$ cat config.mk
export PLATFORM = sky130hd
export DESIGN_NAME = mv_ctrl
export DESIGN_NICKNAME = d
export VERILOG_FILES = /design/src/rtl/mv_pkg.sv /design/src/rtl/mv_ctrl.sv
export VERILOG_INCLUDE_DIRS = /design/src /design/src/rtl
export SDC_FILE = /design/constraint.sdc
export NUM_CORES = 1
export LEC_CHECK = 0
export BUFFER_PORTS_ARGS = -buffer_cell sky130_fd_sc_hd__buf_2
export CORE_MARGIN = 2
export CORE_UTILIZATION = 40
export CTS_CLUSTER_SIZE = 16
export DETAILED_ROUTE_END_ITERATION = 10
export GPL_TIMING_DRIVEN = 0
export MAX_ROUTING_LAYER = met4
export PLACE_DENSITY = 0.8
export SLEW_MARGIN = 10
export SYNTH_ARGS = -nofsm -noshare
export SYNTH_HDL_FRONTEND = slang
export SYNTH_SLANG_ARGS = --single-unit
$ cat constraint.sdc
create_clock -name clk -period 2.2 [get_ports clk]
set_input_delay 0.11 -clock clk [delete_from_list [all_inputs] [get_ports clk]]
set_output_delay 0.11 -clock clk [all_outputs]
set_load 0.01 [all_outputs]
$ cat src/rtl/mv_params.svh
`ifndef MV_PARAMS_SVH
`define MV_PARAMS_SVH

// lanes, matrix rows and columns
`define MV_N 8

// signed input word
`define MV_DATA_W 14

// full product of two input words
`define MV_PROD_W 28

// sum of eight products, no overflow
`define MV_SUM_W 31

// bank, row and lane index
`define MV_IDX_W 3

// adder tree levels for eight lanes
// last level doubles as the output register
`define MV_TREE_STAGES 3

`endif
$ cat src/rtl/mv_pkg.sv
`include "mv_params.svh"

package mv_pkg;

    // controller states
    typedef enum logic [2:0] {
        ST_IDLE,
        ST_LOAD_MATRIX,
        ST_LOAD_VECTOR,
        ST_COMPUTE,
        ST_DRAIN
    } mv_state_e;

    // input word as it arrives on input_data
    typedef logic signed [`MV_DATA_W-1:0] mv_data_t;

    // one lane product
    typedef logic signed [`MV_PROD_W-1:0] mv_prod_t;

    // row result
    typedef logic signed [`MV_SUM_W-1:0] mv_sum_t;

    // row, bank or element index
    typedef logic [`MV_IDX_W-1:0] mv_idx_t;

endpackage

$ cat src/rtl/mv_ctrl.sv
`timescale 1ns/100ps

`include "mv_params.svh"

module mv_ctrl
    import mv_pkg::*;
(
    input  logic             clk,
    input  logic             reset,
    input  logic             input_valid,
    input  logic             new_matrix,
    input  mv_data_t         input_data,
    input  logic             advance,
    input  logic             drain_done,
    output logic             input_ready,
    output logic [`MV_N-1:0] mat_wr_en,
    output logic [`MV_N-1:0] vec_wr_en,
    output mv_idx_t          wr_row,
    output mv_data_t         wr_data,
    output mv_idx_t          rd_row,
    output logic             issue,
    output logic             issue_last
);

    mv_state_e state;
    mv_state_e state_next;
    mv_idx_t   bank_cnt;
    mv_idx_t   row_cnt;
    logic      accept;
    logic      to_matrix;
    logic      last_bank;
    logic      last_row;

    // loading is allowed until the job starts computing
    assign input_ready = (state == ST_IDLE) || (state == ST_LOAD_MATRIX) ||
                         (state == ST_LOAD_VECTOR);
    assign accept = input_valid && input_ready;

    // first word of a job picks the path from new_matrix
    assign to_matrix = (state == ST_LOAD_MATRIX) || ((state == ST_IDLE) && new_matrix);

    assign last_bank = (bank_cnt == mv_idx_t'(`MV_N - 1));
    assign last_row  = (row_cnt == mv_idx_t'(`MV_N - 1));

    // write side, word goes straight to the selected bank or lane
    assign wr_row  = row_cnt;
    assign wr_data = input_data;

    // read side shares the row counter, loading and compute never overlap
    assign rd_row     = row_cnt;
    assign issue      = (state == ST_COMPUTE) && advance;
    assign issue_last = issue && last_row;

    // round-robin bank decode
    always_comb begin
        mat_wr_en = '0;
        vec_wr_en = '0;
        if (accept) begin
            if (to_matrix) begin
                mat_wr_en[bank_cnt] = 1'b1;
            end else begin
                vec_wr_en[bank_cnt] = 1'b1;
            end
        end
    end

    always_comb begin
        state_next = state;
        case (state)
            ST_IDLE: begin
                if (accept) begin
                    state_next = new_matrix ? ST_LOAD_MATRIX : ST_LOAD_VECTOR;
                end
            end
            ST_LOAD_MATRIX: begin
                // 64th word closes the matrix
                if (accept && last_bank && last_row) begin
                    state_next = ST_LOAD_VECTOR;
                end
            end
            ST_LOAD_VECTOR: begin
                if (accept && last_bank) begin
                    state_next = ST_COMPUTE;
                end
            end
            ST_COMPUTE: begin
                if (issue_last) begin
                    state_next = ST_DRAIN;
                end
            end
            ST_DRAIN: begin
                // wait for row 7 to leave the output
                if (drain_done) begin
                    state_next = ST_IDLE;
                end
            end
            default: begin
                state_next = ST_IDLE;
            end
        endcase
    end

    always_ff @(posedge clk) begin
        if (reset) begin
            state    <= ST_IDLE;
            bank_cnt <= '0;
            row_cnt  <= '0;
        end else begin
            state <= state_next;
            if (accept) begin
                bank_cnt <= bank_cnt + 1'b1;
                // next matrix row after the last bank
                if (to_matrix && last_bank) begin
                    row_cnt <= row_cnt + 1'b1;
                end
            end
            // wraps back to row 0 after the last issue
            if (issue) begin
                row_cnt <= row_cnt + 1'b1;
            end
        end
    end

endmodule

==> results.md <==
- Slew margin rel.: 0.720
- Outcome: finished clean
- Crit start category: flop
- Fmax: 0.578 GHz
- Crit path to: mat_wr_en[0]
- Syn. warnings: 0
- Post-route ant nets: 0
- Core Footprint: 0.00190 mm²
- Antenna violations before repair: 0
- Fillers: 181
- Critical Setup Path Class: reg2out
- Clk_lat worst skew: 260 ps
- Critical Path Sink Type: output pin
- Synthesis-to-layout area growth: 34.4%
- FFs w/ async S/R, synth: 0
- Setup Skew: 7.33 ps
- Worst r2r dst: state[0]
- HP Class: in2reg
- Worst setup path startpoint: state[2]
- R2R setup slack: 620 ps
- Routed len/inst: 10.5 µm
- Post-synthesis sequential area ratio: 0.229
- Hold_buf cts: 0
- Crit Reg-Reg Startpoint: bank_cnt[1]
- Largest net degree at the start of global routing: 11
- Synth Instances: 103
- Total I/O pin count: 59
- TNS Setup: 0 ps
- Cts repair resizes: 0
- Total wire length: 1850 µm
- Required @ worst endpoint: 2090 ps
- Yosys reg bits: 9
- Critical path cell sequence: buf_4 -> nor3b_1 -> and2_1 -> nand2b_1 -> nor3_1 -> buf_2
- Cell Pwr Density: 566 mW/mm²
- Detailed Routing Iterations Pass 1: 4
- Cell Count Post-Placement: 172
- Initial Util: 0.414
- Area contributors post-synth: dfxtp_1 (23%), buf_4 (17%), nor2_1 (9.0%), ha_1 (6.3%), mux2i_1 (3.8%)
- Slowest CP cell: dfxtp_1
- Worst-Margin Slew: 420 ps
- Post-synth top flop: dfxtp_1
- Top-count cell post-synth: nor2_1
- Multi-input gate area: 453 µm²
- PortBufs: 42
- Die width: 48.4 µm
- Critical-path maximum fanout: 10
- Total die area: 0.00234 mm²
- Layout cells sized above 1: 0.477
- Clock buffer depth: 2
- Die H: 48.4 µm
- DR vias: 840
- Syn nets: 127
- EDFF count, synth: 0
- Reg area: 180 µm²
- Endpoints failing hold: 0
- Fin. max-slew vios: 0
- Clock buffer count from CTS: 3
- H-tree depth: 1
- Final min period: 1730 ps
- Cell row count: 16
- Fin cells: 176
- Worst hold margin: 189 ps
- R2r worst-path depth: 5
- Vias in the first global route: 760
- Util after Layout: 0.557
- Postcts setup bufs: 0
- Number of diodes: 0
- Post-synth top area share: 0.229
- RSZ-0062 raised after global routing: false
- P_leak: 0.585 nW
- Nets: 174
- Sink Count: 9
- Root buffer cell: clkbuf_4
- Final setup viols: 0
- Crit-path max cell delay: 300 ps
- Synthesized area: 788 µm²
- Max VDD drop: 0.340 mV
- Grt ovf: 0
- First-pass GRT wire length: 3280 µm
- CTS tree: built
- Period Utilization, post-route: 0.786
- Max Cap Viol: 0
- Synth top cells by count: nor2_1 (19), buf_4 (18), dfxtp_1 (9)
- Area leader, netlist: dfxtp_1
- # DRC: 0
- HPWL after DPL: 1520 µm
- Total track usage: 0.175
- Drt first-iter violations: 9
- Synth unique cells: 32
- Data arrival, critical path: 1620 ps
- GP Congestion: 0.801
- Clock transition at the registers of the reported paths: 70 ps
- Syn Area/Cell: 7.65 µm²
- Vias/cell: 4.77
power breakdown:
part,internal [mW],switching [mW],total (mW)
clock,0.0671,0.0620,0.129
combinational,0.118,0.139,0.257
sequential,0.181,0.0330,0.214
total,0.366,0.234,0.600
metal layers:
metal / share of wire / wire (µm) / track usage
met5: 0 / 0 / -
met3: 0.10 / 185 / 0.0679
met2: 0.49 / 909 / 0.301
met1: 0.41 / 755 / 0.192
met4: 0 / 0 / 0.0381
worst min path at each step:
stage,endpoint,startpoint,cells past startpoint
floorplan,wr_data[0],input_data[0],1
global placement,wr_data[1],input_data[1],2
detailed placement,wr_data[1],input_data[1],2
CTS,bank_cnt[2],input_valid,3
global route,bank_cnt[1],input_valid,3
finish,bank_cnt[2],input_valid,3
worst max-delay path: cells and delay by family, from the launching register on:
kind          cells  cell delay (ps)
simple gates      4              760
buf+inv           2              320
flops             1              300
cell families (layout without fill, tap and decap cells):
group                      Yosys count  count (layout)  synth area share
and+or+nand+nor                     49              49             0.311
buffers and inverters               23              69             0.197
AOI/OAI and AO/OA                   13              13             0.140
DFF                                  9               9             0.229
adders and majority gates            4               4            0.0635
muxes                                3               3            0.0381
xor gates and xnor gates             2               2            0.0222
stage by stage:
| step | worst slack, ps | power [mW] | instance area, µm² |
|---|---|---|---|
| CTS | 457 | 0.606 | 1060 |
| floorplan | 774 | 0.404 | 788 |
| global route | 290 | 0.647 | 1060 |
| finish | 471 | 0.600 | 1060 |
| global placement | 680 | 0.461 | 1030 |
| detailed placement | 660 | 0.474 | 1030 |
layout make-up:
class	instances	share of cell area
clock buffers	3	0.0213
well taps	27	0.0319
repair buffers	42	0.198
flip-flops and latches	9	0.170
inverters	3	0.0106
clock inverters	1	0.00472
multi-input cells	71	0.427
plain buffers	20	0.136
flip-flops by register name, summed over array words and instances (netlist names):
| name | count |
|---|---|
| bank_cnt | 3 |
| rd_row | 3 |
| state | 3 |
cell usage in the layout (no fill, tap or decap), types with 2 or more instances in the layout:
cell      Yosys  layout
a21oi_1       3       3
and2_1        2       2
buf_2         1      43
buf_4        18      18
clkbuf_4      0       3
dfxtp_1       9       9
ha_1          4       4
inv_1         3       3
mux2i_1       3       3
nand2_1       8       8
nand2b_1      4       4
nand3_1       3       3
nand3b_1      2       2
nor2_1       19      19
nor3_1        4       4
o21ai_0       2       2
xor2_1        2       2
Note: power is estimated with default switching activity, not from simulation.
