File: src/rtl/mv_params.svh
`ifndef MV_PARAMS_SVH
`define MV_PARAMS_SVH

// lanes, matrix rows and columns
`define MV_N 8

// signed input word
`define MV_DATA_W 14

// full product of two input words
`define MV_PROD_W 28

// sum of eight products, no overflow
`define MV_SUM_W 31

// bank, row and lane index
`define MV_IDX_W 3

// adder tree levels for eight lanes
// last level doubles as the output register
`define MV_TREE_STAGES 3

`endif
File: src/rtl/mv_pkg.sv
`include "mv_params.svh"

package mv_pkg;

    // controller states
    typedef enum logic [2:0] {
        ST_IDLE,
        ST_LOAD_MATRIX,
        ST_LOAD_VECTOR,
        ST_COMPUTE,
        ST_DRAIN
    } mv_state_e;

    // input word as it arrives on input_data
    typedef logic signed [`MV_DATA_W-1:0] mv_data_t;

    // one lane product
    typedef logic signed [`MV_PROD_W-1:0] mv_prod_t;

    // row result
    typedef logic signed [`MV_SUM_W-1:0] mv_sum_t;

    // row, bank or element index
    typedef logic [`MV_IDX_W-1:0] mv_idx_t;

endpackage

File: src/rtl/mv_reduce.sv
`timescale 1ns/100ps

`include "mv_params.svh"

module mv_reduce
    import mv_pkg::*;
(
    input  logic     clk,
    input  logic     reset,
    input  mv_prod_t products [`MV_N],
    input  logic     prod_valid,
    input  logic     prod_last,
    input  logic     output_ready,
    output logic     output_valid,
    output mv_sum_t  output_data,
    output logic     advance,
    output logic     drain_done
);

    mv_sum_t lvl1 [`MV_N/2];
    mv_sum_t lvl2 [`MV_N/4];

    // one flag bit per tree level, msb is the output register
    logic [`MV_TREE_STAGES-1:0] vld_pipe;
    logic [`MV_TREE_STAGES-1:0] last_pipe;

    // only a refused result holds the pipeline
    assign advance = !(output_valid && !output_ready);

    assign output_valid = vld_pipe[`MV_TREE_STAGES-1];

    // row 7 leaving the output
    assign drain_done = output_valid && output_ready && last_pipe[`MV_TREE_STAGES-1];

    // adder tree, operands widen to the sum width before adding
    always_ff @(posedge clk) begin
        if (advance) begin
            for (int i = 0; i < `MV_N/2; i++) begin
                lvl1[i] <= products[2*i] + products[2*i+1];
            end
            for (int i = 0; i < `MV_N/4; i++) begin
                lvl2[i] <= lvl1[2*i] + lvl1[2*i+1];
            end
            output_data <= lvl2[0] + lvl2[1];
        end
    end

    always_ff @(posedge clk) begin
        if (reset) begin
            vld_pipe  <= '0;
            last_pipe <= '0;
        end else if (advance) begin
            vld_pipe  <= {vld_pipe[`MV_TREE_STAGES-2:0], prod_valid};
            last_pipe <= {last_pipe[`MV_TREE_STAGES-2:0], prod_last};
        end
    end

endmodule

File: config.mk
export PLATFORM = sky130hd
export DESIGN_NAME = mv_reduce
export DESIGN_NICKNAME = d
export VERILOG_FILES = /design/src/rtl/mv_pkg.sv /design/src/rtl/mv_reduce.sv
export VERILOG_INCLUDE_DIRS = /design/src /design/src/rtl
export SDC_FILE = /design/constraint.sdc
export NUM_CORES = 1
export LEC_CHECK = 0
export BUFFER_PORTS_ARGS = -buffer_cell sky130_fd_sc_hd__buf_2
export CAP_MARGIN = 20
export CORE_MARGIN = 10
export CORE_UTILIZATION = 27
export DETAILED_ROUTE_END_ITERATION = 12
export HOLD_SLACK_MARGIN = 0.02
export SYNTH_ARGS = -nofsm -noshare
export SYNTH_HDL_FRONTEND = slang
export SYNTH_SLANG_ARGS = --single-unit
File: constraint.sdc
create_clock -name clk -period 9.3 [get_ports clk]
set_input_delay 1.86 -clock clk [delete_from_list [all_inputs] [get_ports clk]]
set_output_delay 1.86 -clock clk [all_outputs]
set_load 0.01 [all_outputs]
==> results of run 1 <==
## through the flow
stage / utilization / instances / area (um2) / total power [uW] / worst slack (ns)
4_1_cts: 0.326 / 2639 / 19300 / 5590 / 4.08
6_report: 0.326 / 2639 / 19300 / 5490 / 4.12
3_3_place_gp: 0.311 / 2591 / 18400 / 4480 / 4.14
5_1_grt: 0.326 / 2639 / 19300 / 5950 / 3.98
3_5_place_dp: 0.311 / 2591 / 18400 / 4510 / 4.09
2_1_floorplan: - / 1574 / 16200 / 3690 / 1.24
## sequential cells by signal (all words and copies together) (netlist names)
register	count
vld_pipe	3
lvl2	62
output_data	31
last_pipe	3
lvl1	116
## where the power goes
part	total, uW	internal, uW	leakage, uW	switching [uW]
Sequential	1750	1580	0.00225	165
Combinational	2700	1140	0.00552	1560
Clock	1040	637	0.000437	408
## cell usage after synthesis, types with 6 or more instances
cell	instances	share of area
o211ai_1	17	0.0079
nor3_1	31	0.0096
edfxtp_1	209	0.39
a211oi_1	17	0.0079
nand4_1	14	0.0054
nand3_1	31	0.0096
or3_1	12	0.0046
nor4_1	8	0.0031
dfxtp_1	6	0.0074
a31oi_1	17	0.0066
a21boi_0	6	0.0028
nand2b_1	27	0.010
o21ai_0	85	0.026
clkbuf_1	19	0.0044
o21bai_1	37	0.017
xnor2_1	126	0.068
o2111ai_1	6	0.0033
a21oi_1	171	0.053
and2_1	6	0.0023
xor2_1	45	0.024
o21a_1	24	0.011
o21ai_1	11	0.0034
inv_1	47	0.011
nand2_1	85	0.020
o22ai_1	6	0.0023
nor2_1	102	0.024
ha_1	200	0.15
fa_1	7	0.0087
a21o_1	82	0.038
and3_1	19	0.0074
nor2b_1	14	0.0054
o31ai_1	8	0.0037
## area by class of cell
| type | instances | share of cell area |
|---|---|---|
| clock inverters | 21 | 0.0110 |
| flip-flops and latches | 215 | 0.332 |
| multi-input cells | 1291 | 0.494 |
| repair buffers | 264 | 0.0688 |
| inverters | 48 | 0.00974 |
| well taps | 773 | 0.0502 |
| clock buffers | 27 | 0.0350 |
## per-layer routing
metal  GRT usage  up-vias  wire, um
li1            -     6557         -
met1       0.147     6032     19300
met2       0.221      295     22200
met3      0.0181       70      1730
met4      0.0329        0      1120
met5           0        -         0
## tightest hold or removal path, delay by kind of cell (launching register included)
kind | cells | cell delay [ns]
AND/OR/NAND/NOR | 2 | 0.12
flip-flops | 1 | 0.33
## kinds of logic after synthesis
logic type	Yosys count
muxes	6
and+or+nand+nor	369
DFF	215
xor gates and xnor gates	171
adders and majority gates	207
AOI/OAI and AO/OA	538
buffers and inverters	68
## worst max path at each step
| stage | startpoint | to | slack (ns) | cells past startpoint |
|---|---|---|---|---|
| final | output_ready | advance | 4.12 | 4 |
| after global placement | output_ready | advance | 4.14 | 4 |
| after global routing | output_ready | advance | 3.98 | 4 |
| after CTS | output_ready | advance | 4.08 | 4 |
| after floorplan | output_ready | advance | 1.24 | 3 |
| after detailed placement | output_ready | advance | 4.09 | 4 |
==> results list, run 1 <==
- Highest-count cells in the layout ignoring fill and taps: buf_2 (262), edfxtp_1 (209), ha_1 (200)
- The first global-routing pass estimated 69.4 mm of wire.
* Most used DFF post-synth: edfxtp_1
- The cell sitting at the root of the clock tree is a clkbuf_16.
- Synth Area per Inst: 10.3 um2
- The worst hold path begins at vld_pipe[1].
* Full die area: 70100 um2
* Floorplan die width: 265 um
* Fraction of layout cells with a size suffix above 1: 0.180
- The number of antenna diodes in the final layout is 0.
- The worst hold path belongs to the class flip-flop to flip-flop.
- For this configuration, the core starts out at a cell density of 0.273.
- The total overflow left after global routing is 0.
* Crit path time final: 5.18 ns
* Largest delay share family, worst path: buffers and inverters
* Critical path capture point type: primary output
* Crit Path Class: input port to primary output
* Clock tree from TritonCTS: built
* Number of DRC violations after detailed routing: 0
- Launch instance of the worst register-to-register path: lvl2[0][31]
- The mapped netlist covers 16200 um2.
* TritonCTS Buffers: 26
- Setup violations remaining at the end of the flow were counted as 0.
- Number of nets with antenna violations after routing: 0
- Reported leakage power: 0.00821 uW
* Simple-gate share of the synthesized area: 0.111
- Critical register-to-register path endpoint: output_data[28]
* Number of synthesis warnings: 0
- Placer Congestion: 0.888
- Post-CTS repair changed the size of 0 cells.
* Maximum number of pins on one net before global-route repair: 76
- The first routing iteration left 638 violations.
- The later pin in the worst-skew pair is clocked with a latency of 0.56 ns.
- On the final layout, the worst hold slack is 0.484 ns.
- Area of the core region: 59100 um2
- Buffers added to address setup during post-CTS repair amount to 0.
- The floorplan has 89 rows.
- Proportion of register bits with asynchronous set or reset after synthesis: 0
* Clock transition at the registers of the reported paths: 0.07 ns
* FF+latch area: 6400 um2
- Count of final hold-check violations: 0
* Max stage delay cell, worst path: nor2b_1
- Power spread over the standard cell area amounts to 285 nW/um2.
- The via count of the first global-routing pass was 13251.
- Largest buffer count on any clock path: 3
* TritonRoute pass-1 iters: 5
- Sequential cell area fraction in the yosys report: 0.396
- Worst Setup Start Kind: input port
- Synth Area in Compound Gates: 0.217
- Mux share of post-synthesis cell area: 0.00379
- Input and output buffers added on the ports amount to 262.
* Antenna violations before repair: 2
- Post-Syn Nets: 2010
- CTS saw 215 sinks.
- Number of synthesized register bits: 215
- Unique masters post-synth: 71
- Adder-cell share of the synthesized area: 0.163
- VDD IR-drop max: 0.122 mV
* Count of buffer and inverter cells on the critical path: 3
* Fmax: 193 MHz
- Detailed-route wire length per cell: 16.8 um
- The library cell used most frequently in the layout, excluding fill and tap cells, is buf_2.
* Register-to-Register Setup Slack: 5.85 ns
- Combined area of the multi-input logic cells: 9510 um2
- The run finished with clean final reports.
- Clock skew on the completed layout was measured at 0.0336 ns.
* Die height: 265 um
- The signal on the critical path passes through buf_2, nor2b_1, inv_8, buf_2.
- Setup repair after global routing left no endpoint under its margin.
- Across the run, the number of max-cap violations was 0.
- Along the worst hold path, the cell count comes to 2.
- In this design, the stage delay of the slowest critical-path cell is 0.71 ns.
* Post-synthesis instance total: 1574
* Synthesized-area fraction occupied by xor and xnor cells: 0.0926
* Number of placed I/O pins: 263
* H-tree levels: 1
* Total track usage: 0.122
- Pin slew with the least headroom to its limit: 0.949 ns
- The worst hold path terminates at vld_pipe[2].
- Counting flops with a built-in enable in the synthesized netlist gives 209.
* Layout overhead on the synthesized area: 19.2%
* # fillers: 5977
- Worst Path Arrival: 3.32 ns
- The number of slew-limit violations in the final report was 0.
- Data required time of the critical path: 7.44 ns
* Maximum fanout along the worst path: 66
- Summed negative setup slack over all endpoints: 0 ns
- Reg2Reg Depth: 11
- Dominant combinational cell family by area after synthesis: compound AO/OA/AOI/OAI gates
- Dividing the detail-routed via count by the number of cells gives 4.91.
- Once detailed placement completed, the half-perimeter wirelength came to 36.7 mm.
- By instance count, the cell type seen most on the critical path is buf_2.
- Post-layout net count: 2282
- Number of vias in the routed layout: 12954
* Final wirelength: 44.3 mm
- The number of hold buffers added after CTS was 0.
- Headroom to the max-slew limit came out at 0.367.
- Dividing the final minimum period by the clock period gives 0.557.
No activity file was read; power rests on OpenSTA's default activity.
==> run 2, diff against run 1 <==
Clock period 9.3 ns to 4.7 ns, I/O delays scaled along.
==> results list, run 2 (same netlist as run 1, synthesis figures left out) <==
* Run status: finished, final reports clean
- In the layout the commonest cells are buf_2 (262), edfxtp_1 (209), ha_1 (200).
- Met3 Use GR: 0.0206 (+0.00250)
- The cell count after placement was 2594 (+0.12%).
* Biggest regs: lvl1 (116), lvl2 (62), output_data (31)
- The starting density of the core was 0.273 (unchanged).
* Number of nets with antenna violations after routing: 0 (unchanged)
* Full die area: 70100 um2 (unchanged)
* Antenna violations before repair: 0 (-2)
- Clock transition at the registers of the reported paths: 0.06 ns (about the same)
- The count of boundary I/O pins is 263 (unchanged).
- Fraction of layout cells with a size suffix above 1: 0.178 (-0.00189)
- IO Port Bufs: 262 (unchanged)
- The root buffer cell chosen for the clock tree is clkbuf_16.
- The latest clock arrival within the worst-skew pair came to 0.54 ns (-0.02 ns).
- Number of vias in the routed layout: 12959 (+0.039%)
- CTS Hold Bufs: 0 (unchanged)
* Routing usage on met2: 0.225 (+0.00469)
- Register with the highest flop count: lvl1
* FF+latch area: 6400 um2 (unchanged)
- Count of buffer and inverter cells on the critical path: 0 (-3)
* Worst Setup Start Kind: flip-flop
- The detailed-route DRC error count is 0 (unchanged).
- Row cnt: 89 (unchanged)
* Max_slew headroom: 0.414 (+0.0469)
* Crit path time final: 3.60 ns
* Via-per-instance ratio: 4.90 (about the same)
- Pin slew with the least headroom to its limit: 0.879 ns (-0.0704 ns)
- Final wirelength: 45.1 mm (+1.8%)
* Post-layout net count: 2286 (+0.18%)
* # fillers: 6039 (+1.0%)
* Largest buffer count on any clock path: 3 (unchanged)
- Post-layout worst setup margin: 1.10 ns (-3.01 ns)
- Layer with the highest usage: met2
- Based on the critical path, the design can be clocked at up to 278 MHz.
- The minimum setup slack after placement is 0.617 ns (-3.47 ns).
- Max reg flops: 116 (unchanged)
- Die height: 265 um (unchanged)
- The number of slew-limit violations in the final report came to 0 (unchanged).
- Maximum number of pins on one net before global-route repair: 97 (+28%)
- Worst hold slack: 0.473 ns (-0.0104 ns)
- The via count of the first global-routing pass is 13275 (+0.18%).
- Final Util: 0.326 (about the same)
- Post-DP HPWL: 37.1 mm (+1.0%)
- Detailed-route wire length per cell: 17.1 um (+1.7%)
- Critical path capture point type: flip-flop
- Clock tree from TritonCTS: built
- Total track usage: 0.124 (+0.00230)
- Routing usage on met1: 0.148 (+0.000877)
- TritonRoute pass-1 iters: 5 (unchanged)
- First-pass GRT wire length: 70.7 mm (+1.9%)
* Final global-route overflow total: 0 (unchanged)
- The width of the die came to 265 um (unchanged).
- The post-CTS setup buffer count is 0 (unchanged).
- The tightest min-delay check is of the flip-flop to flip-flop type.
- Max stage delay cell, worst path: edfxtp_1
- Worst Path Arrival: 3.87 ns (+0.55 ns)
- Number of setup violations in the final report: 0 (unchanged)
* DRT iter0 DRCs: 675 (+5.8%)
- The number of max-capacitance violations reported was 0 (unchanged).
- Non-filler cells, final: 2642 (+0.11%)
* Diode count: 0 (unchanged)
- CTS Sinks: 215 (unchanged)
- The maximum resistive drop on vdd came to 0.229 mV (+88%).
* Crit Path Class: flip-flop to flip-flop
* TritonCTS Buffers: 26 (unchanged)
* Fraction of the cycle the final worst path needs: 0.765
* Most frequent standard cell in the layout excluding fill and tap cells: buf_2
* Count of final hold-check violations: 0 (unchanged)
- Largest delay share family, worst path: compound AO/OA/AOI/OAI gates
- The total power density per cell area was 560 nW/um2 (+96%).
- Summed negative setup slack over all endpoints: 0 ns (unchanged)
* H-tree levels: 1 (unchanged)
- Placer Congestion: 0.877 (-1.2%)
* Data required time of the critical path: 4.97 ns (-2.47 ns)
- The critical path goes through ha_1, fa_1, a21oi_1, a2bb2oi_1, o31ai_1, o21ai_2, o211ai_1, a31oi_1, o21ai_1, a221oi_2, xnor2_1.
* Count of instances resized after the clock tree is built: 0 (unchanged)
* Delay of the slowest critical-path stage: 0.50 ns (-0.21 ns)
- The area of the core came to 59100 um2 (unchanged).
- Setup repair after global routing missed its margin: no
* Maximum fanout along the worst path: 5 (-92%)
* Layout overhead on the synthesized area: 19.3% (about the same)
- Reported leakage power: 0.00820 uW (-0.18%)
* Combined area of the multi-input logic cells: 9520 um2 (about the same)
- The worst clock skew was 0.0148 ns (-0.0188 ns).
==> run 2: cell types whose count changed in the layout (fill, tap and decap cells not counted), moves of 3 or more <==
cell | previous run | this run
clkinv_2 | 8 | 0
clkinv_1 | 6 | 10
buf_4 | 2 | 5
clkinvlp_4 | 2 | 5
clkbuf_1 | 0 | 3
==> run 2: worst reg2reg max path, stage by stage (launching register included) <==
cell	delay, ns
edfxtp_1	0.50
ha_1	0.28
fa_1	0.41
a21oi_1	0.24
a2bb2oi_1	0.27
o31ai_1	0.16
o21ai_2	0.28
o211ai_1	0.17
a31oi_1	0.33
o21ai_1	0.20
a221oi_2	0.34
xnor2_1	0.13
==> run 2: final cells by class <==
cell class | instances | area share
clock buffer | 30 | 0.0356
clock inverter | 17 | 0.00843
inverter | 48 | 0.00953
multi-input combinational | 1291 | 0.493
sequential | 215 | 0.331
tap | 773 | 0.0501
timing repair buffer | 268 | 0.0713
==> run 2: per-stage QoR <==
step	instance area, um2	power (uW)
floorplan	16200	7290
global placement	18400	8840
detailed placement	18400	8910
CTS	19300	11000
global route	19300	11700
finish	19300	10800
==> run 2: routing by layer <==
metal | up-vias | wire length (um)
li1 | 6556 | -
met1 | 6029 | 19500
met2 | 310 | 22400
met3 | 64 | 2150
met4 | 0 | 1070
met5 | - | 0
==> run 2: path summary, 6_finish.rpt <==
path	cells after the start	end	from	slack (ns)
worst max-delay path	11	output_data[28]	lvl2[0][31]	1.10
worst min register to register	2	vld_pipe[2]	vld_pipe[1]	0.47
worst min-delay path	2	vld_pipe[2]	vld_pipe[1]	0.47
worst max register to register	11	output_data[28]	lvl2[0][31]	1.10
==> run 2: power breakdown <==
part           internal (uW)  total [uW]  leakage (uW)  switching (uW)
sequential              3130        3480       0.00225             345
combinational           2270        5320       0.00554            3050
clock                   1200        2000      0.000398             794
total                   6610       10800       0.00820            4190
==> run 3, diff against run 2 <==
Settings changed: ABC_AREA from default to 1.
Clock period 4.7 ns to 3.2 ns, I/O delays scaled along.
==> results list, run 3 <==
- IO Port Bufs: 262 (unchanged)
- Maximum number of pins on one net before global-route repair: 89 (-8.2%)
- Power density normalized to cell area: 712 nW/um2 (+27%)
- Count of instances resized after the clock tree is built: 0 (unchanged)
- Most used DFF post-synth: edfxtp_1
* Die height: 299 um (+13%)
* Mapped cell area: 21100 um2 (+30%)
- Routing usage on met1: 0.180 (+0.0324)
- The number of nets in the layout was 3975 (+74%).
- Clock transition at the registers of the reported paths: 0.06 ns (about the same)
- CTS Sinks: 215 (unchanged)
* Design internal power: 9710 uW (+47%)
- The overall global routing resource usage came to 0.139 (+0.0151).
- Cell with the most instances after synthesis: nand2_1
- Post-synthesis instance total: 3245 (+110%)
- Top cell types by occurrence after synthesis: nand2_1 (1329), inv_1 (601), nor2_1 (277)
- The relative contribution of the clock network to total power is 0.186 (about the same).
* Setup repair after global routing missed its margin: no
* Routing usage on met2: 0.248 (+0.0228)
- By area the synthesized netlist is led by edfxtp_1 (30%), nand2_1 (24%), ha_1 (12%).
* Setup skew after layout: 0.0411 ns (+0.0264 ns)
- The root buffer cell chosen for the clock tree is clkbuf_16.
* Max_slew headroom: 0.673 (+0.258)
- The width of the die was 299 um (+13%).
- Fmax: 412 MHz
* Cell taking the most area after synthesis: edfxtp_1
- CTS Hold Bufs: 0 (unchanged)
- Area of the core region: 77500 um2 (+31%)
- The flow ran to the end, and the final reports show no timing, DRC or antenna violations.
- Post-Syn Nets: 3681 (+83%)
* Crit path time final: 2.43 ns
* Cells along the critical path: inv_1, nor2_4, clkinvlp_4, buf_2
- Sequential share of power: 0.286 (-0.036)
* DRT iter0 DRCs: 1185 (+76%)
* Total power consumption of the routed design: 17600 uW (+63%)
* Number of vias in the routed layout: 20041 (+55%)
- Placer Congestion: 0.889 (+1.3%)
* H-tree levels: 1 (unchanged)
* Fraction of layout cells with a size suffix above 1: 0.103 (-0.0750)
* Number of placed I/O pins: 263 (unchanged)
* Most frequent standard cell in the layout excluding fill and tap cells: nand2_1
- Number of DRC violations after detailed routing: 0 (unchanged)
- Count of final hold-check violations: 0 (unchanged)
- The number of enable flip-flop cells after synthesis is 209 (unchanged).
- Post-DP HPWL: 55.3 mm (+49%)
* Effective utilization at floorplan: 0.272 (-0.00129)
* Clk_lat worst skew: 0.57 ns (+0.03 ns)
- The static power due to leakage is 0.0139 uW (+70%).
- Count of buffer and inverter cells on the critical path: 3 (+3)
- The average via count per standard cell came to 4.36 (-11%).
- The number of max-capacitance violations reported came to 0 (unchanged).
- Largest buffer count on any clock path: 3 (unchanged)
* Number of synthesis warnings: 0 (unchanged)
- The average size of a mapped cell is 6.50 um2 (-37%).
* Detailed-route wire length per cell: 13.9 um (-19%)
- Met3 Use GR: 0.0156 (-0.00501)
* Biggest regs: lvl1 (116), lvl2 (62), output_data (31)
* Data required time of the critical path: 2.56 ns (-2.41 ns)
- The power spent charging and discharging nets is 7890 uW (+88%).
* Sequential cell area fraction in the yosys report: 0.303 (-0.0922)
- The wire length of the first global-routing pass is 102 mm (+44%).
- The post-CTS setup buffer count was 0 (unchanged).
* Highest-count cells in the layout ignoring fill and taps: nand2_1 (1329), inv_1 (600), nor2_1 (276)
* Fraction of the cycle the final worst path needs: 0.758
* Layer with the highest usage: met2
- The number of clock buffers inserted by TritonCTS is 26 (unchanged).
- Crit Path Class: flip-flop to primary output
* Layout overhead on the synthesized area: 17.2%
- The number of slew-limit violations in the final report was 0 (unchanged).
* Number of nets with antenna violations after routing: 0 (unchanged)
- Maximum fanout along the worst path: 10 (+5)
* VDD IR-drop max: 0.396 mV (+73%)
- Max reg flops: 116 (unchanged)
* Number of synthesized register bits: 215 (unchanged)
- The instance area at placement was 23800 um2 (+29%).
- The final wirelength came to 63.8 mm (+41%).
- Final global-route overflow total: 0 (unchanged)
- Worst hold slack: 0.330 ns (-0.143 ns)
- The area enclosed by the die boundary came to 89700 um2 (+28%).
- In this run the worst hold path is classified as input port to flip-flop.
- Register with the highest flop count: lvl1
- The switching share of power was 0.448 (+0.0601).
* Delay of the slowest critical-path stage: 0.36 ns (-0.14 ns)
- The combinational power share came to 0.528 (+0.035).
- The share of the synthesized area in the top cell type came to 0.298 (-0.0905).
- The number of antenna violations at the first check in global routing is 3 (+3).
- The number of endpoints failing setup at the final stage was 0 (unchanged).
- On the critical path the largest part of the delay comes from buffers and inverters.
* Worst Path Arrival: 1.79 ns (-2.08 ns)
* Critical path capture point type: primary output
* Pin slew with the least headroom to its limit: 0.491 ns (-0.388 ns)
- The number of library cell types mapped by synthesis is 24 (-66%).
* Worst Setup Start Kind: flip-flop
* Clock tree from TritonCTS: built
- The fraction of registers with async set or reset after synthesis came to 0 (unchanged).
- Diode count: 0 (unchanged)
* Area of all placed cells without fillers: 24700 um2 (+28%)
* Via count of the first global-routing pass: 19281 (+45%)
- The number of rows in the core area was 102 (+15%).
- The final setup TNS came to 0 ns (unchanged).
* Max stage delay cell, worst path: clkinvlp_4
* TritonRoute pass-1 iters: 5 (unchanged)
## run 3: path summary, 6_finish.rpt
kind | from | endpoint | slack (ns) | cells after the start
setup / recovery | vld_pipe[2] | advance | 0.77 | 4
hold / removal | reset | last_pipe[1] | 0.33 | 2
setup reg to reg | lvl2[0][31] | output_data[28] | 0.94 | 12
hold reg to reg | last_pipe[0] | last_pipe[1] | 0.45 | 2
## run 3: per-layer routing
| layer | vias up | wire length, um | share of wire |
|---|---|---|---|
| met5 | - | 51 | 0.00080 |
| met4 | 6 | 825 | 0.013 |
| met3 | 59 | 2580 | 0.040 |
| met2 | 375 | 30700 | 0.48 |
| met1 | 8863 | 29700 | 0.47 |
| li1 | 10738 | - | - |
## run 3: cell type report
cell class	instances	area, um2
Tap cell	1040	1300
Clock inverter	18	279
Clock buffer	28	658
Inverter	601	2260
Timing Repair Buffer	266	1380
Fill cell	8549	52800
Sequential cell	215	6400
Multi-Input combinational cell	2429	12400
## run 3: power by group through the flow
stage          Sequential (uW)  Combinational, uW  Clock, uW
2_1_floorplan             4920               6570          0
3_3_place_gp              5110               9250          0
3_5_place_dp              5120               9320          0
4_1_cts                   5070               9360       3360
5_1_grt                   5140              10700       3470
6_report                  5030               9300       3270
## run 3: cells by family (layout without fill, tap and decap cells)
family                     after synthesis  after routing  synth area share
and+or+nand+nor                       1939           1939             0.374
buffers and inverters                  601            913             0.107
DFF                                    215            215             0.303
adders and majority gates              207            207             0.125
AOI/OAI and AO/OA                      179            179            0.0474
xor gates and xnor gates               104            104            0.0432
## run 3: through the flow
step | instances | util | setup WS (ns)
floorplan | 3245 | - | -1.22
global placement | 4551 | 0.307 | 0.618
detailed placement | 4551 | 0.307 | 0.608
CTS | 4597 | 0.319 | 0.653
global route | 4597 | 0.319 | 0.617
finish | 4597 | 0.319 | 0.773
